--- src/common/dcache_pkg.sv ---
package dcache_pkg;

    // address layout  { tag | index | offset }
    localparam int addr_bits   = 32;
    localparam int tag_bits    = 23;
    localparam int index_bits  = 6;
    localparam int offset_bits = 3;

    // cache geometry
    localparam int num_lines = 64;          // direct mapped, one line per index
    localparam int line_bits = 64;          // 8 bytes per line

    // memory transaction tags, tag 0 means no transaction
    localparam int mem_tag_bits = 4;
    localparam int num_mem_tags = 16;

    // bus command, shared by the processor and memory sides
    typedef enum logic [1:0] {
        bus_none  = 2'h0,
        bus_load  = 2'h1,
        bus_store = 2'h2
    } bus_cmd_t;

    // access size of a load or store
    typedef enum logic [1:0] {
        size_byte   = 2'h0,
        size_half   = 2'h1,
        size_word   = 2'h2,
        size_double = 2'h3
    } mem_size_t;

endpackage

--- src/store_merge.sv ---
`timescale 1ns/1ps

module store_merge
    import dcache_pkg::*;
(
    input  logic [line_bits-1:0]   line_in,
    input  logic [offset_bits-1:0] offset,
    input  mem_size_t              size,
    input  logic [line_bits-1:0]   store_data,
    output logic [line_bits-1:0]   line_out
);

    always_comb begin
        line_out = line_in;                 // untouched bytes pass through
        case (size)
            size_byte: line_out[{offset, 3'b000} +: 8] = store_data[7:0];
            size_half: line_out[{offset[2:1], 4'b0000} +: 16] = store_data[15:0];
            size_word: line_out[{offset[2], 5'b00000} +: 32] = store_data[31:0];
            default:   line_out = store_data;   // double covers the whole line
        endcase
    end

endmodule

--- config.mk ---
export PLATFORM = sky130hd
export DESIGN_NAME = store_merge
export DESIGN_NICKNAME = d
export VERILOG_FILES = /design/src/common/dcache_pkg.sv /design/src/store_merge.sv
export SDC_FILE = /design/constraint.sdc
export NUM_CORES = 1
export LEC_CHECK = 0
export ABC_AREA = 1
export BUFFER_PORTS_ARGS = -buffer_cell sky130_fd_sc_hd__buf_2
export CORE_UTILIZATION = 43
export DETAILED_ROUTE_END_ITERATION = 10
export PLACE_DENSITY = 0.81
export SLEW_MARGIN = 40
export SYNTH_ARGS = -nofsm -noshare
export SYNTH_HDL_FRONTEND = slang
export SYNTH_SLANG_ARGS = --single-unit
--- constraint.sdc ---
create_clock -name vclk -period 1.8
set_input_delay 0.09 -clock vclk [all_inputs]
set_output_delay 0.09 -clock vclk [all_outputs]
set_load 0.05 [all_outputs]
==> metrics.md <==
| Metric | Value |
|---|---|
| Run status | `complete, no violations` |
| Initial core utilization | `45.4%` |
| Worst path slowest cell | `ha_2` |
| Req. time, crit path | `1.71 ns` |
| Final WS setup | `just under 0.07 ns` |
| Final HPWL DP | `about 12000 µm` |
| Ys Warns | `0` |
| Area grow syn2layout | `57.4%` |
| DR vias/cell | `approximately 5.5` |
| # DRC | `0` |
| Ratio of cells with drive above 1 in the final layout | `35.5%` |
| Pwr/cell area | `387 mW/mm²` |
| Sequential cell area | `0 µm²` |
| Worst-path cell chain | `buf_2 -> inv_2 -> ha_2 -> ha_2 -> nor2_2 -> buf_4 -> buf_4 -> nand4_1 -> nand3_1 -> nand3_2 -> buf_2` |
| Crit-path max FO | `8` |
| Avg WL per Cell | `14.8 µm` |
| Setup tns final | `0 ns` |
| Die height | `around 93 µm` |
| Hold depth | `4` |
| CP startpoint kind | `input pin` |
| Vias | `around 6100` |
| # setup viols final | `0` |
| Least-Margin Pin Slew | `0.408 ns` |
| Worst setup EP type | `output pin` |
| Hold Worst Slack | `~0.55 ns` |
| Core area | `just under 0.008 mm²` |
| GPL Wtd Cong | `0.992` |
| Worst vdd ir | `approximately 0.00020 V` |
| Wire length of the first global-routing pass | `25800 µm` |
| Avg Cell Area, Syn | `around 4.5 µm²` |
| Commonest cells after routing, fill and taps aside | `nand2_1 (306), buf_2 (142), inv_1 (95), nand3_1 (91), buf_4 (83)` |
| Final Max Slew Viols | `0` |
| Grt ovf | `0` |
| Total chip power | `2.18 mW` |
| Mapped Cells | `787` |
| GRT met2 Usage | `between 60% and 70%` |
| Fin crit period | `between 1.5 and 2 ns` |
| Met3 Use GR | `between 2 and 2.5%` |
| Antenna Nets Post-Route | `0` |
| Crit path kind | `in -> out` |
| Slew HR | `between 70% and 80%` |
| Achievable Freq | `about 580 MHz` |
| Routed wire length | `about 16000 µm` |
| Final hold vios | `0` |
| Clock buffer cells | `0` |
| Number of library cell types mapped by synthesis | `25` |
| GR peak layer | `met2` |
| Hold_buf cts | `0` |
| Port Buf Inserts | `~200` |
| I/O Pins | `between 150 and 200` |
| Post-synthesis sequential area ratio | `0%` |
| Die width | `93.2 µm` |
| Die area | `~0.0087 mm²` |
| DRT iter0 DRCs | `~580` |
| Hold Path Class | `in -> out` |
| Worst setup path start | `offset[0]` |
| Leak Pwr | `~3.3 nW` |
| Crit share post-route | `slightly below 100%` |
| Commonest non-fill, non-tap cell in the layout | `nand2_1` |
| Critical Path Sink | `line_out[39]` |
| # nets final | `between 1000 and 1500` |
| Met1 Use GR | `48.6%` |
| Post-Syn Nets | `between 900 and 1000` |
| Post-CTS setup-driven buffer insertion count | `0` |
| Vias in the first global route | `around 5400` |
| Max-Cap Viols | `0` |
| Number of diodes | `0` |
| Initial antenna violation count | `0` |
| WP data arrival | `approximately 1.6 ns` |
| All-Layer GR Usage | `a little over a third` |
| Crit path largest cell delay | `approximately 0.27 ns` |
| Worst slack at placement | `-0.0700 ns` |
| FFs & Latches | `0` |
| Syn Std Cell Area | `about 0.0036 mm²` |
| First-pass DRT Iterations | `6` |
| Largest net degree at the start of global routing | `41` |
| Num rows | `32` |
worst min-delay path by stage:
| stage | endpoint | slack (ns) | from |
|---|---|---|---|
| final | line_out[13] | 0.55 | line_in[13] |
| after global placement | line_out[9] | 0.59 | line_in[9] |
| after floorplan | line_out[42] | 0.39 | store_data[42] |
| after detailed placement | line_out[12] | 0.60 | line_in[12] |
| after CTS | line_out[33] | 0.55 | store_data[33] |
| after global routing | line_out[13] | 0.56 | line_in[13] |
report_power, final:
group          leakage, nW  internal [mW]  switching, mW
combinational         3.33          0.725           1.45
sequential               0              0              0
clock                    0              0              0
total                 3.33          0.725           1.45
layer usage:
layer,wire (µm),part of all wire [%],up-vias
li1,-,-,2943
met2,7450,46,396
met3,1720,11,51
met4,519,3.2,0
met1,6480,40,2672
met5,0,0,-
layout make-up:
cell class	count	area (µm²)
multi-input cells	638	3480
fillers	740	2260
repair buffers	249	1620
inverters	105	402
well taps	102	128
Yosys cell counts:
master    number  area share (%)
a21oi_1       75              10
a21oi_4        1            0.45
buf_2         20             2.8
buf_4          9             1.9
buf_6          1            0.31
clkbuf_1      12             1.3
clkbuf_2       2            0.28
clkinv_1       1            0.10
ha_1           8             2.8
inv_1         98              10
inv_2          5            0.52
inv_4          1            0.17
nand2_1      318              33
nand2_2        2            0.35
nand2_4        1            0.31
nand3_1      148              21
nand3_2        1            0.28
nand4_1       18             3.1
nor2_1        26             2.7
nor2_2         2            0.35
nor2_4         3            0.94
nor3_4         1            0.45
o21ai_0       17             2.4
o21ai_2        1            0.24
o21bai_1      16             3.4
worst max-delay path, delay by kind of cell:
kind,cells,cell delay [ns]
adders and majority gates,2,0.47
buffers and inverters,5,0.72
and+or+nand+nor,4,0.34
metrics by stage:
step                      instances  area, µm²  util [%]
final                          1094       5630      71.4
after floorplan                 787       4030         -
after detailed placement       1094       5380      68.2
after global placement         1094       5380      68.2
after CTS                      1094       5460      69.2
after global routing           1094       5630      71.4
repair_timing:
item	4_1_cts	5_1_grt
resized for setup	30	81
setup endpoints to repair	49	64
pin swaps	1	4
logic make-up (layout without fill, tap and decap cells):
group	Yosys count	after routing	share of synthesized area, %
AOI/OAI and AO/OA	110	110	16.9
and+or+nand+nor	520	520	62.6
buffers and inverters	149	354	17.6
adders and majority gates	8	8	2.80
Power figures use the tool's default switching activity.
