## src/common/dcache_pkg.sv

```systemverilog
package dcache_pkg;

    // address layout  { tag | index | offset }
    localparam int addr_bits   = 32;
    localparam int tag_bits    = 23;
    localparam int index_bits  = 6;
    localparam int offset_bits = 3;

    // cache geometry
    localparam int num_lines = 64;          // direct mapped, one line per index
    localparam int line_bits = 64;          // 8 bytes per line

    // memory transaction tags, tag 0 means no transaction
    localparam int mem_tag_bits = 4;
    localparam int num_mem_tags = 16;

    // bus command, shared by the processor and memory sides
    typedef enum logic [1:0] {
        bus_none  = 2'h0,
        bus_load  = 2'h1,
        bus_store = 2'h2
    } bus_cmd_t;

    // access size of a load or store
    typedef enum logic [1:0] {
        size_byte   = 2'h0,
        size_half   = 2'h1,
        size_word   = 2'h2,
        size_double = 2'h3
    } mem_size_t;

endpackage

```

## src/mem_arbiter.sv

```systemverilog
`timescale 1ns/1ps

module mem_arbiter
    import dcache_pkg::*;
(
    input  logic                    clk,
    input  logic                    reset,
    input  logic                    wb_req,
    input  logic [addr_bits-1:0]    wb_addr,
    input  logic [line_bits-1:0]    wb_data,
    output logic                    wb_accept,
    input  logic                    ld_req,
    input  logic [addr_bits-1:0]    ld_addr,
    output logic                    ld_accept,
    output bus_cmd_t                mem_command,
    output logic [addr_bits-1:0]    mem_addr,
    output logic [line_bits-1:0]    mem_data,
    input  logic [mem_tag_bits-1:0] mem_response
);

    logic lock_valid;                       // a rejected request still owns the bus
    logic lock_wb;                          // owner of the lock, 1 = write-back
    logic sel_wb;
    logic sel_ld;
    logic accepted;

    assign accepted = mem_response != '0;

    always_comb begin
        sel_wb = 1'b0;
        sel_ld = 1'b0;
        if (lock_valid && lock_wb && wb_req) begin
            sel_wb = 1'b1;
        end else if (lock_valid && !lock_wb && ld_req) begin
            sel_ld = 1'b1;
        end else if (wb_req) begin
            sel_wb = 1'b1;                  // write-back first on a fresh choice
        end else if (ld_req) begin
            sel_ld = 1'b1;
        end
    end

    assign wb_accept   = sel_wb && accepted;
    assign ld_accept   = sel_ld && accepted;
    assign mem_command = sel_wb ? bus_store : (sel_ld ? bus_load : bus_none);
    assign mem_addr    = sel_wb ? wb_addr : ld_addr;
    assign mem_data    = sel_wb ? wb_data : '0;  // loads carry no data

    // hold the grant across rejections so the bus stays stable
    always_ff @(posedge clk or posedge reset) begin
        if (reset) begin
            lock_valid <= 1'b0;
            lock_wb    <= 1'b0;
        end else begin
            lock_valid <= (sel_wb || sel_ld) && !accepted;
            lock_wb    <= sel_wb;
        end
    end

endmodule

```

## config.mk

```make
export PLATFORM = sky130hd
export DESIGN_NAME = mem_arbiter
export DESIGN_NICKNAME = d
export VERILOG_FILES = /design/src/common/dcache_pkg.sv /design/src/mem_arbiter.sv
export SDC_FILE = /design/constraint.sdc
export NUM_CORES = 1
export LEC_CHECK = 0
export BUFFER_PORTS_ARGS = -buffer_cell sky130_fd_sc_hd__buf_2
export CAP_MARGIN = 15
export CORE_AREA = 5 5 89 91
export CTS_CLUSTER_SIZE = 25
export DETAILED_ROUTE_END_ITERATION = 6
export DIE_AREA = 0 0 94 96
export PLACE_DENSITY = 0.71
export SETUP_SLACK_MARGIN = 0.15
export SLEW_MARGIN = 20
export SYNTH_ARGS = -nofsm -noshare
export SYNTH_HDL_FRONTEND = slang
export SYNTH_SLANG_ARGS = --single-unit
```

## constraint.sdc

```tcl
create_clock -name clk -period 1.5 [get_ports clk]
set_clock_uncertainty 0.05 [all_clocks]
set_input_delay 0.15 -clock clk [delete_from_list [all_inputs] [get_ports clk]]
set_output_delay 0.15 -clock clk [all_outputs]
set_load 0.01 [all_outputs]
```

==> results.yml <==
finish:
  final_common_cell: "buf_2"
  drive_gt1_share_pct: 57.8
  final_nets: 591
  antenna_cells: 0
  area_growth_pct: 80.5
  layout_common_cells: "buf_2 (234), and3_1 (62), nand2b_1 (33)"
worst_setup_path:
  crit_arrival_ps: 1380
  critPathCaptureType: "primary output"
  slowest_stage: "dfrtp_1"
  reg2reg_from: "lock_wb"
  crit_fanout: 65
  worst_ep_required_time_ps: 1300
  cp_slowest_stage_delay_ps: 390
  start_kind: "flop"
  crit_chain: "nand3b_1 -> buf_12 -> and3_1 -> buf_2"
  critical_path.top_delay_family: "simple AND/OR/NAND/NOR gates"
  cp_num_buf_inv: 2
  path_class: "flop to primary output"
  cp-startpoint: "lock_wb"
timing:
  finalHoldViolCount: 0
  slew_headroom_pct: 80.8
  final.setup.tns_ps: -4800
  tightest_slew_ps: 287
  period_minus_slack_ps: 1580
  fmax_mhz: 634
  rsz0062_at_grt: "yes"
  whs_ps: 245
  worst_slack_ps: -77.2
  setup-violations-final: 98
  finalCritPeriodShare_pct: 105
  slew_viol_final: 0
yosys:
  syn_inst: 242
  seq_area_frac_synth_pct: 3.09
  syn_area_um2: 1620
  synth_fa_ha_area_share_pct: 0
  syn_avg_cell_area_um2: 6.70
  yosysUniqueCellTypes: 22
  synth_mux_area_share_pct: 0
  synth_nets: 378
  synthSimpleGateAreaFrac_pct: 64.7
  synth_warnings: 0
  synthXorXnorAreaFrac_pct: 0
  synth_compound_area_share_pct: 19.2
  synth_top_family_by_area: "simple AND/OR/NAND/NOR gates"
  ys_ff_latch: 2
hold_path:
  hp-class: "input port to flop"
  hp-start: "ld_req"
global_routing:
  overflow: 0
  first_global_vias: 2350
  grt_pass1_wl_um: 10600
  antenna_found_initial: 1
  grt_start_max_net_pins: 75
  grt_usage_pct: 13.8
power:
  p_per_area_nw_per_um2: 347
  total_leakage_power_uw: 0.00174
  ir_drop_uv: 409
clock_tree:
  numCtsBuffers: 3
  insertion_delay_ps: 210
  root_buffer: "clkbuf_8"
  clock_sinks: 2
  htreeDepth: 1
  cts_buffer_depth: 2
  cts_tree: "done"
  clk_pin_slew_ps: 30
  post_cts_buffers: 0
floorplanning:
  start_util_pct: 23.0
  ios: 236
  core_um2: 7060
  design.die.area_um2: 9020
  die_y_um: 96
  die_x_um: 94
  fp-row-count: 31
detailed_routing:
  drtAntennaViolNets: 0
  drc_errors: 0
  postRouteWirelength_um: 7630
  vias: 2582
  vias_per_cell: 4.68
  firstDrtPassIters: 4
  wire_per_inst_um: 13.8
  drtIter0Drc: 106
run_status:
  violations: "negative setup slack"
  status: "finished, violations left"
place:
  place_congestion: 0.760
  port_buffers: 235
  dp_hpwl_um: 6090
run:
  maxCapViolCount: 0
-- final timing paths --
| check | end | slack [ps] | depth (start not counted) |
|---|---|---|---|
| max | mem_data[43] | -80 | 4 |
| min | lock_valid | 240 | 2 |
| max reg2reg | lock_wb | 340 | 3 |
| min reg2reg | lock_wb | 920 | 3 |
| max in group asynchronous | lock_wb | 1000 | 3 |
| min in group asynchronous | lock_valid | 280 | 3 |
-- cells by family (layout without fill, tap and decap cells) --
family / Yosys count / in the layout
AND/OR/NAND/NOR: 166 / 166
buffers and inverters: 39 / 250
flip-flops: 2 / 2
AO/OA/AOI/OAI: 35 / 35
-- per-layer routing --
layer	GRT usage (%)	vias to the layer above	wire (um)
met3	2.42	6	564
met4	2.29	2	35
li1	-	1316	-
met2	25.3	101	3930
met5	0	-	13
met1	17.0	1157	3080
-- Yosys cell counts (all sizes together) --
cell	number	share of area, %
nand3b	1	0.46
and3b	1	0.54
nor4	1	0.39
dfrtp	2	3.1
o21a	1	0.46
a21oi	1	0.31
buf	17	7.9
a211oi	1	0.46
and3	64	25
nand2b	33	13
nand4b	32	17
nor3b	1	0.77
clkbuf	20	4.7
o211ai	32	18
and2	1	0.39
inv	2	0.46
nand2	32	7.4
-- power by group --
| group | total [uW] | internal, uW | switching, uW |
|---|---|---|---|
| Sequential | 58.5 | 56.5 | 1.96 |
| Clock | 216 | 170 | 46.0 |
| Combinational | 741 | 386 | 356 |
| Total | 1020 | 612 | 404 |
-- flip-flops by register name (all words and copies together) (netlist names) --
register / flops
lock_valid: 1
lock_wb: 1
-- stage by stage --
stage                     util, %  power (uW)  setup WS [ps]  cell area, um^2  std cells
after CTS                    41.3        1020          -81.4             2910        552
final                        41.4        1020          -77.2             2920        552
after floorplan                 -         419            146             1630        242
after detailed placement     40.3         795           89.6             2850        548
after global placement       40.3         784           87.9             2850        548
after global routing         41.4        1100           -164             2920        552
-- timing repair --
item                                    CTS  global route
resized for setup                         4             2
endpoints found under the hold margin     2             0
endpoints found under the setup margin  100           100
pin swaps                                 0             1
hold buffers                              1             0
-- final cells by class --
type	count	area (um^2)
Clock buffer	3	41.3
Tap cell	99	124
Multi-Input combinational cell	201	1380
Inverter	2	7.51
Sequential cell	2	50.0
Fill cell	750	4140
Timing Repair Buffer	245	1330
Note: power is estimated with default switching activity, not from simulation.
