**config.mk**
```make
export PLATFORM = sky130hd
export DESIGN_NAME = evict_unit
export DESIGN_NICKNAME = d
export VERILOG_FILES = /design/src/common/dcache_pkg.sv /design/src/dcache/evict_unit.sv
export SDC_FILE = /design/constraint.sdc
export NUM_CORES = 1
export LEC_CHECK = 0
export BUFFER_PORTS_ARGS = -buffer_cell sky130_fd_sc_hd__buf_2
export CAP_MARGIN = 20
export CORE_AREA = 2 2 116 118
export CTS_CLUSTER_DIAMETER = 30
export CTS_CLUSTER_SIZE = 20
export DETAILED_ROUTE_END_ITERATION = 7
export DIE_AREA = 0 0 118 120
export PLACE_DENSITY = 0.69
export SETUP_SLACK_MARGIN = 0.1
export SLEW_MARGIN = 20
export SYNTH_ARGS = -nofsm -noshare
export SYNTH_HDL_FRONTEND = slang
export SYNTH_SLANG_ARGS = --single-unit
```
**constraint.sdc**
```tcl
create_clock -name clk -period 7 [get_ports clk]
set_input_delay 1.05 -clock clk [delete_from_list [all_inputs] [get_ports clk]]
set_output_delay 1.05 -clock clk [all_outputs]
set_load 0.01 [all_outputs]
```
**src/common/dcache_pkg.sv**
```systemverilog
package dcache_pkg;

    // address layout  { tag | index | offset }
    localparam int addr_bits   = 32;
    localparam int tag_bits    = 23;
    localparam int index_bits  = 6;
    localparam int offset_bits = 3;

    // cache geometry
    localparam int num_lines = 64;          // direct mapped, one line per index
    localparam int line_bits = 64;          // 8 bytes per line

    // memory transaction tags, tag 0 means no transaction
    localparam int mem_tag_bits = 4;
    localparam int num_mem_tags = 16;

    // bus command, shared by the processor and memory sides
    typedef enum logic [1:0] {
        bus_none  = 2'h0,
        bus_load  = 2'h1,
        bus_store = 2'h2
    } bus_cmd_t;

    // access size of a load or store
    typedef enum logic [1:0] {
        size_byte   = 2'h0,
        size_half   = 2'h1,
        size_word   = 2'h2,
        size_double = 2'h3
    } mem_size_t;

endpackage

```
**src/dcache/evict_unit.sv**
```systemverilog
`timescale 1ns/1ps

module evict_unit
    import dcache_pkg::*;
(
    input  logic                  clk,
    input  logic                  reset,
    input  logic                  halt,
    input  logic                  conflict_dirty,
    input  logic [addr_bits-1:0]  conflict_addr,
    input  logic [line_bits-1:0]  conflict_data,
    input  logic                  scan_dirty,
    input  logic [tag_bits-1:0]   scan_tag,
    input  logic [line_bits-1:0]  scan_data,
    output logic [index_bits-1:0] scan_index,
    output logic                  wb_req,
    output logic [addr_bits-1:0]  wb_addr,
    output logic [line_bits-1:0]  wb_data,
    input  logic                  wb_accept,
    output logic                  clean_en,
    output logic [index_bits-1:0] clean_index,
    output logic                  flush_done
);

    logic pass_clean;                       // no dirty line seen in this scan pass

    assign clean_en    = wb_req && wb_accept;
    assign clean_index = wb_addr[offset_bits +: index_bits];

    always_ff @(posedge clk or posedge reset) begin
        if (reset) begin
            wb_req     <= 1'b0;
            scan_index <= '0;
            pass_clean <= 1'b1;
            flush_done <= 1'b0;
        end else if (wb_req) begin
            if (wb_accept)
                wb_req <= 1'b0;
        end else if (halt) begin
            if (!flush_done) begin
                if (scan_dirty) begin
                    wb_req     <= 1'b1;     // pointer stays, rechecked once clean
                    pass_clean <= 1'b0;
                end else begin
                    scan_index <= scan_index + 1'b1;
                    if (scan_index == index_bits'(num_lines - 1)) begin
                        flush_done <= pass_clean;   // done after a pass with nothing dirty
                        pass_clean <= 1'b1;
                    end
                end
            end
        end else begin
            flush_done <= 1'b0;
            pass_clean <= 1'b1;
            scan_index <= '0;
            if (conflict_dirty)
                wb_req <= 1'b1;             // victim captured this cycle
        end
    end

    // victim capture, frozen while the write-back waits
    always_ff @(posedge clk) begin
        if (!wb_req) begin
            if (halt) begin
                wb_addr <= {scan_tag, scan_index, {offset_bits{1'b0}}};
                wb_data <= scan_data;
            end else begin
                wb_addr <= conflict_addr;
                wb_data <= conflict_data;
            end
        end
    end

endmodule

```
==> run summary <==
Post-Synth XOR/XNOR Area: 0%
I/O Buffers: 299
Slowest cell delay on critical path: 0.66 ns
Required @ worst endpoint: 7.20 ns
Postcts setup bufs: 0
# H-tree levels: 3
Adder-Cell Fraction of Synth Area: 0.273%
Startpoint types: primary input
Initial Utilization: 35.3%
Worst Slack Setup Final: 4.32 ns
GR Overflow Total: 0
Tmin final: 2.68 ns
YS warnings: 0
Slew Limit Fails: 0
RD Place Congestion: 0.809
Ports: 300
RR Endpoint: scan_index[5]$_DFFE_PP0P_
Clk Latency, worst-skew pair: 0.34 ns
Total number of vias: 3383
WP depth: 5
CP dominant cell by count: buf_4
Post-synthesis sequential area ratio: 67.9%
Critical Path Slowest Stage Cell: buf_4
Outcome: finished, final reports clean
Clk pin slew, worst setup/hold paths: 0.07 ns
CTS tree: yes
Critical Path End: scan_index[3]$_DFFE_PP0P_
# clock sinks: 105
Leading cell type in the layout, fill and taps excluded: buf_2
Die area: 0.0142 mm^2
Cells along the critical path: buf_4, buf_4, o21a_1, or2_1, o221ai_1
Main combinational cell family by area after synthesis: multiplexers
Crit path from: halt
# rows: 42
Antenna Violating Nets Remaining: 0
Post-synthesis compound-gate area fraction: 3.61%
Via density: 4.55
CTS Hold Buffers Added: 0
Final Hold Violating Endpoints: 0
Hpwl dp: 8.89 mm
WL/cell: 15.7 um
Detailed Route WL: 11.7 mm
Mapped Area: 0.00458 mm^2
Worst Reg-to-Reg Cells: 4
Internal power: 1.21 mW
Worst Tran Pin Value: 0.734 ns
Max clock buf depth: 2
R2R setup slack: 4.72 ns
Synth Flop Type: edfxtp_1
Yosys top cell area share: 63.0%
GRT Total Usage: 16.1%
Worst Path Arrival: 2.88 ns
Final period util: 38.3%
Ant. Diodes: 0
CTS buffer count: 9
Clock root buffer: clkbuf_16
Sequential share of power: 51.5%
Post-synth EDFFs: 96
Rel. slew slack: 51.0%
Final Setup Violations: 0
Synth area leaders: edfxtp_1 (63%), mux2_2 (22%), dfrtp_1 (4.4%)
DR iter-0 viols: 158
CP max FO: 58
Placement Setup Slack: 3.92 ns
Crit path max-delay family: buffers and inverters
Share of flip-flops with an asynchronous set or reset: 8.57%
Hold Crit Class: flop to flop
Syn_area_per_cell: 17.0 um^2
Largest net degree at the start of global routing: 59
Clock network fraction of total power: 27.1%
Core Box Area: 0.0130 mm^2
DRT Pass-1 Iters: 4
Share of synthesized area spent on multiplexers: 22.1%
Layout area overhead: 41.3%
Worst clock skew: 0.00434 ns
Fillers: 1146
Via count of the first global-routing pass: 3465
Buf/Inv on CP: 2
Crit. End Element: flop
Crit Reg-Reg Startpoint: wb_req$_DFF_PP0_
Total Nets Final: 752
#FFs+latches synth: 105
Simple-gate share of the synthesized area: 3.14%
Fmax: 373 MHz
VDD IR max: 0.148 mV
Leakage power: 2.86 nW
Most frequent cells in the layout: buf_2 (298), edfxtp_1 (96), mux2_2 (90)
First-pass GRT wire length: 17.7 mm
Gate power share: 21.3%
Ratio of cells with drive above 1 in the final layout: 72.7%
Cell count after synthesis: 269
Net switching power figure: 457 uW
Unrepaired setup endpoints after global routing: false
Yosys top cell by area: edfxtp_1
# resized after CTS: 0
Distinct cells, synth: 34
Max Cap Viol: 0
Syn_nets: 459
Initial antenna violation count: 0
Setup TNS: 0 ns
Die X-Extent: 118 um
Die Span Y: 120 um
Power per cell area: 258 mW/mm^2
WS Path Type: primary input to flop
Sw frac: 27.4%
Drc violations: 0
[stage by stage]
stage / area, um^2 / cells / power (mW) / util, % / hold slack (ns)
after floorplan: 4580 / 269 / 1.06 / - / 0.572
after CTS: 6470 / 743 / 1.69 / 49.8 / 0.566
after detailed placement: 6210 / 727 / 1.23 / 47.8 / 0.551
after global routing: 6470 / 743 / 1.75 / 49.8 / 0.597
after global placement: 6210 / 727 / 1.22 / 47.8 / 0.561
final: 6470 / 743 / 1.67 / 49.8 / 0.580
[power by group through the flow]
stage	registers [mW]	clock network, mW	logic, mW
4_1_cts	0.861	0.470	0.362
3_5_place_dp	0.872	0	0.363
3_3_place_gp	0.871	0	0.354
2_1_floorplan	0.916	0	0.145
6_report	0.860	0.453	0.356
5_1_grt	0.872	0.491	0.387
[cells in the mapped netlist (all sizes together) (2+ instances only)]
library cell and instances:
o311ai 3, dfrtp 8, edfxtp 96, o21ai 9, nor2 2, inv 7
mux2 90, buf 18, a21o 2, nor2b 3, nand2b 3, nand3 2
nand2 8
[flip-flops by register name (all words and copies together) (netlist names)]
signal / cells
pass_clean: 1
wb_addr: 32
flush_done: 1
scan_index: 6
wb_data: 64
wb_req: 1
[worst reg2reg max path: stages (launching register included)]
cell      delay (ns)
dfrtp_1         0.54
inv_4           0.49
buf_4           0.68
nand2_1         0.19
o311ai_1        0.28
[cells by family (layout without fill, tap and decap cells)]
logic type               count (synthesis)  after routing
flip-flops                             105            105
multiplexers                            90             90
buffers and inverters                   26            324
AND/OR/NAND/NOR                         25             25
AO/OA/AOI/OAI                           22             22
adder cells (fa/ha/maj)                  1              1
[routing by layer]
metal | wire length (um) | up-vias | global-route usage, %
met5 | 0 | - | 0
met4 | 249 | 0 | 6.63
met3 | 906 | 21 | 4.47
met2 | 5880 | 180 | 27.3
met1 | 4630 | 1570 | 19.5
li1 | - | 1612 | -
[worst min path at each step]
stage / start / cells after the start / end / slack (ns)
4_1_cts: scan_index[5]$_DFFE_PP0P_ / 1 / scan_index[5]$_DFFE_PP0P_ / 0.57
5_1_grt: scan_index[5]$_DFFE_PP0P_ / 1 / scan_index[5]$_DFFE_PP0P_ / 0.60
3_3_place_gp: scan_index[5]$_DFFE_PP0P_ / 2 / scan_index[5]$_DFFE_PP0P_ / 0.56
3_5_place_dp: scan_index[5]$_DFFE_PP0P_ / 2 / scan_index[5]$_DFFE_PP0P_ / 0.55
2_1_floorplan: scan_index[5]$_DFFE_PP0P_ / 2 / scan_index[5]$_DFFE_PP0P_ / 0.57
6_report: scan_index[5]$_DFFE_PP0P_ / 1 / scan_index[5]$_DFFE_PP0P_ / 0.58
[cell type report]
class / count / area [um^2] / share of cell area (%)
Clock buffer: 9 / 225 / 3.48
Clock inverter: 7 / 37.5 / 0.580
Inverter: 7 / 28.8 / 0.445
Multi-Input combinational cell: 138 / 1340 / 20.6
Sequential cell: 105 / 3110 / 48.1
Tap cell: 176 / 220 / 3.40
Timing Repair Buffer: 301 / 1510 / 23.4
No activity file was read; power rests on OpenSTA's default activity.
