## src/common/dcache_pkg.sv

```systemverilog
package dcache_pkg;

    // address layout  { tag | index | offset }
    localparam int addr_bits   = 32;
    localparam int tag_bits    = 23;
    localparam int index_bits  = 6;
    localparam int offset_bits = 3;

    // cache geometry
    localparam int num_lines = 64;          // direct mapped, one line per index
    localparam int line_bits = 64;          // 8 bytes per line

    // memory transaction tags, tag 0 means no transaction
    localparam int mem_tag_bits = 4;
    localparam int num_mem_tags = 16;

    // bus command, shared by the processor and memory sides
    typedef enum logic [1:0] {
        bus_none  = 2'h0,
        bus_load  = 2'h1,
        bus_store = 2'h2
    } bus_cmd_t;

    // access size of a load or store
    typedef enum logic [1:0] {
        size_byte   = 2'h0,
        size_half   = 2'h1,
        size_word   = 2'h2,
        size_double = 2'h3
    } mem_size_t;

endpackage

```

## src/dcache/miss_table.sv

```systemverilog
`timescale 1ns/1ps

module miss_table
    import dcache_pkg::*;
(
    input  logic                    clk,
    input  logic                    reset,
    input  logic                    alloc_en,
    input  logic [mem_tag_bits-1:0] alloc_tag,
    input  logic [addr_bits-1:0]    alloc_addr,
    input  mem_size_t               alloc_size,
    input  logic [line_bits-1:0]    alloc_data,
    input  logic                    alloc_store,
    input  logic [addr_bits-1:0]    probe_addr,
    output logic                    in_flight,
    output logic                    index_busy,
    output logic                    any_pending,
    input  logic [mem_tag_bits-1:0] ret_tag,
    output logic                    ret_valid,
    output logic [addr_bits-1:0]    ret_addr,
    output mem_size_t               ret_size,
    output logic [line_bits-1:0]    ret_data,
    output logic                    ret_store
);

    logic [num_mem_tags-1:0] valid_q;       // entry 0 never allocated
    logic [addr_bits-1:0]    addr_q [num_mem_tags];
    mem_size_t               size_q [num_mem_tags];
    logic [line_bits-1:0]    data_q [num_mem_tags];   // store data, unused for loads
    logic [num_mem_tags-1:0] store_q;

    // same line already requested, or same index with a fill on its way
    always_comb begin
        in_flight  = 1'b0;
        index_busy = 1'b0;
        for (int i = 0; i < num_mem_tags; i++) begin
            if (valid_q[i] &&
                addr_q[i][addr_bits-1:offset_bits] == probe_addr[addr_bits-1:offset_bits])
                in_flight = 1'b1;
            if (valid_q[i] &&
                addr_q[i][offset_bits +: index_bits] == probe_addr[offset_bits +: index_bits])
                index_busy = 1'b1;
        end
    end

    assign any_pending = |valid_q;

    // fill descriptor for the returning tag
    assign ret_valid = (ret_tag != '0) && valid_q[ret_tag];
    assign ret_addr  = addr_q[ret_tag];
    assign ret_size  = size_q[ret_tag];
    assign ret_data  = data_q[ret_tag];
    assign ret_store = store_q[ret_tag];

    always_ff @(posedge clk or posedge reset) begin
        if (reset) begin
            valid_q <= '0;
        end else begin
            if (ret_valid)
                valid_q[ret_tag] <= 1'b0;
            if (alloc_en)
                valid_q[alloc_tag] <= 1'b1;   // tag reused at once still ends up valid
        end
    end

    always_ff @(posedge clk) begin
        if (alloc_en) begin
            addr_q[alloc_tag]  <= alloc_addr;
            size_q[alloc_tag]  <= alloc_size;
            data_q[alloc_tag]  <= alloc_data;
            store_q[alloc_tag] <= alloc_store;
        end
    end

endmodule

```

## config.mk

```make
export PLATFORM = sky130hd
export DESIGN_NAME = miss_table
export DESIGN_NICKNAME = d
export VERILOG_FILES = /design/src/common/dcache_pkg.sv /design/src/dcache/miss_table.sv
export SDC_FILE = /design/constraint.sdc
export NUM_CORES = 2
export LEC_CHECK = 0
export ABC_AREA = 1
export BUFFER_PORTS_ARGS = -buffer_cell sky130_fd_sc_hd__buf_2
export CAP_MARGIN = 15
export CORE_ASPECT_RATIO = 0.5
export CORE_MARGIN = 3
export CORE_UTILIZATION = 40
export CTS_BUF_LIST = sky130_fd_sc_hd__clkbuf_2
export CTS_CLUSTER_DIAMETER = 80
export DETAILED_ROUTE_END_ITERATION = 10
export PLACE_DENSITY_LB_ADDON = 0.25
export RECOVER_POWER = 100
export SKIP_LAST_GASP = 1
export SLEW_MARGIN = 20
export SYNTH_ARGS = -nofsm -noshare
export SYNTH_HDL_FRONTEND = slang
export SYNTH_SLANG_ARGS = --single-unit
```

## constraint.sdc

```tcl
create_clock -name clk -period 1.6 [get_ports clk]
set_input_delay 0.24 -clock clk [delete_from_list [all_inputs] [get_ports clk]]
set_output_delay 0.24 -clock clk [all_outputs]
set_load 0.01 [all_outputs]
```

==> results.ini <==
[logic_synthesis]
ys_seq_elements=1600
synth_largest_area_cell=edfxtp_1
syn-cell-area_sq_mm=0.0688
synth_cells=5918
synth_cell_types=31
avgSynthCellArea_sq_um=11.6
synthArstFlopShare_pct=1.00
yosysSeqAreaShare_pct=69.7
yosys-top-cells-count=edfxtp_1 (1584), nand2_1 (1316), nand3_1 (925)
ys_top_cells_by_area=edfxtp_1 (69%), nand2_1 (7.2%), nand3_1 (6.7%)
yosysMostFrequentCell=edfxtp_1
synth_flop_cell=edfxtp_1
synth_edf_count=1584
ys_warn_count=0
synth_top_area_share_pct=69.1
synth_fp_nets=6060

[placement]
gp_congestion=1.01
place_area_sq_mm=0.0811
port_buffers=241
dp_hpwl_mm=168

[timing]
final_hold_viol_count=0
setup_slack_ns=-1.91
slew_headroom_pct=42.1
tightest_slew_ns=0.865
finalCritPeriodShare_pct=219
slew_viol_final=0
fin_skew_ns=0
rsz0062_at_grt=yes
setup_viol_count_final=1519
fmax_mhz=285
hold_ws_ns=0.219
fin_crit_ns=3.51

[floorplanning]
dieArea_sq_mm=0.177
initial_core_util_pct=40.7
die_width_microns=593
pin_count=245
core-area_sq_mm=0.169
rows=106
die_h_microns=299

[power_and_ir_drop]
comb_power_share_pct=11.6
p_int_mw=60.0
p_switching_mw=23.1
p_seq_share_pct=57.0
p_per_area_mw_per_mm2=954
p_clk_share_pct=31.4
swShare_pct=27.7
p_leak_nw=33.4
max-vdd-ir-drop_uv=491

[layout]
final_area_sq_mm=0.0871
fin_nets=7510
layout-drive-gt1-share_pct=28.8
fillers=15087
area_delta_synth_final_pct=26.6

[worst_setup_path]
cp.depth=12
crit_top_cell=nor2_1
r2r_end=valid_q[5]$_DFF_PP0_
crit_fanout=3
critPathSlowestCell=edfxtp_1
startpoint=addr_q[2][30]$_DFFE_PP_
critPathRequiredTime_ns=1.36
reg2reg_slack_ns=0.12
cp.arrival_ns=3.27
r2r_cells=4
cp_top_family=simple AND/OR/NAND/NOR gates
path_cells=o21ai_1 -> nor2_1 -> nand2_1 -> nor2_1 -> buf_4 -> nand2_1 -> nor2_1 -> nor2_1 -> nand2_1 -> nor2_2 -> nand2_2 -> buf_6
endpoint_kind=primary output
startpoint_type=flop
path_buf_inv=2
r2r_start=valid_q[5]$_DFF_PP0_
worstSetupPathType=reg2out
critical_path.max_stage_delay_ns=0.58
cp-endpoint=in_flight

[grt]
grt_max_degree=88
grt_antenna_before_repair=15
grt_overflow_total=0
grt_pass1_wl_mm=367
grt_pass1_vias=53695
grt_usage_pct=28.1

[clocking]
cts_buffer_depth=4
cts.root.buffer_cell=clkbuf_2
cts_made_buffers=362
htreeDepth=5
cts_tree=yes
clock-sinks=1600
path_clk_slew_ns=0.12
clkLatencyLatePin_ns=1.44

[route]
firstDrtPassIters=8
vias=54926
wl_mm=255
postRouteAntennaNets=0
wl_per_cell_microns=25.7
avgViaCountPerCell=5.55
drtIter0Drc=6489
drc=0

[hold_path]
hold_class=in2reg

[outcome]
violations=setup timing
outcome=finished with violations

[job]
drv_cap=0

==> state kept, by name, summed over array words and instances, names as in the netlist <==
signal	cells
store_q	16
valid_q	16
size_q	32
data_q	1024
addr_q	512
==> layout make-up <==
type	count	area, sq um	share of cell area, %
diodes	9	22.5	0.0259
clock buffers	531	2660	3.05
clock inverters	81	463	0.532
inverters	378	1450	1.66
multi-input cells	3573	19100	22.0
flip-flops and latches	1600	48000	55.1
well taps	2268	2840	3.26
repair buffers	1453	12600	14.4
==> worst min-delay path: stages <==
cell and delay, ns:
buf_2 0.15, nor2_4 0.06, buf_12 0.15, buf_12 0.16
dlygate4sd3_1 0.56, inv_1 0.13, o21ai_0 0.09, o21ai_0 0.07
==> placed cells by master, fill, tap and decap left out, types with 4 or more instances in the layout <==
cell type / instances
xor2_1: 54
buf_2: 195
inv_2: 91
clkinvlp_4: 5
o21ai_2: 27
nand3_1: 907
o21ai_1: 113
o21ai_0: 181
dfrtp_1: 15
clkbuf_4: 25
clkbuf_2: 562
nand4_1: 101
buf_6: 84
o221ai_2: 4
buf_4: 693
o211ai_1: 5
o22ai_4: 7
dlygate4sd3_1: 229
diode_2: 9
nand3_2: 17
nor2_1: 294
buf_8: 14
o22ai_2: 19
a22oi_1: 128
clkinv_1: 60
inv_1: 288
buf_12: 117
xor2_2: 6
nor2_2: 41
nor2_4: 17
nand2_1: 1255
o221ai_1: 5
xnor2_1: 28
clkbuf_1: 63
o22ai_1: 107
nand2_2: 59
a22oi_2: 183
edfxtp_1: 1584
bufinv_16: 5
==> repair_timing <==
| action | in CTS | in global routing |
|---|---|---|
| resized for setup | 295 | 313 |
| hold buffers | 229 | 4 |
| setup buffers | 38 | 29 |
| pin swaps | 336 | 275 |
| endpoints found under the setup margin | 103 | 1386 |
| endpoints found under the hold margin | 3200 | 55 |
==> metrics by stage <==
| step | TNS, ns | instances | util [%] | setup WS [ns] | total power, mW |
|---|---|---|---|---|---|
| after CTS | -375.64 | 9884 | 51.7 | -2.06 | 83.5 |
| after global placement | -106.66 | 9033 | 48.0 | -0.791 | 56.8 |
| after floorplan | -1271.05 | 5918 | - | -0.818 | 52.0 |
| after global routing | -244.34 | 9891 | 51.5 | -2.08 | 86.4 |
| final | -346.84 | 9893 | 51.5 | -1.91 | 83.1 |
| after detailed placement | -125.19 | 9033 | 48.0 | -0.754 | 56.9 |
==> how the worst min path moves through the flow <==
stage	start	end	slack, ns	cells past startpoint
after detailed placement	reset	valid_q[10]$_DFF_PP0_	0.38	2
after global routing	ret_tag[3]	valid_q[7]$_DFF_PP0_	0.11	8
after CTS	ret_tag[3]	valid_q[6]$_DFF_PP0_	0.04	8
after floorplan	reset	valid_q[0]$_DFF_PP0_	0.15	1
after global placement	reset	valid_q[10]$_DFF_PP0_	0.37	2
final	ret_tag[3]	valid_q[6]$_DFF_PP0_	0.22	8
==> power groups by stage <==
stage          Clock [mW]  Combinational, mW  Sequential [mW]
6_report             26.1               9.64             47.3
5_1_grt              28.8               10.2             47.4
4_1_cts              26.7               9.49             47.3
3_5_place_dp            0               8.68             48.2
3_3_place_gp            0               8.61             48.2
2_1_floorplan           0               3.84             48.2
==> metal layers <==
| metal | track usage, % | vias to the layer above | routed length (microns) |
|---|---|---|---|
| li1 | - | 24378 | - |
| met1 | 39.7 | 27068 | 106000 |
| met2 | 43.7 | 2971 | 117000 |
| met3 | 4.73 | 501 | 22800 |
| met4 | 9.86 | 8 | 8680 |
| met5 | 0 | - | 50 |
==> cell families after synthesis <==
kind of cell / count (synthesis) / share of synthesized area (%)
flip-flops: 1600 / 69.7
AND/OR/NAND/NOR: 2700 / 16.8
AO/OA/AOI/OAI: 785 / 7.60
buffers and inverters: 745 / 4.76
XOR/XNOR: 88 / 1.12
(Power assumes the default switching activity.)
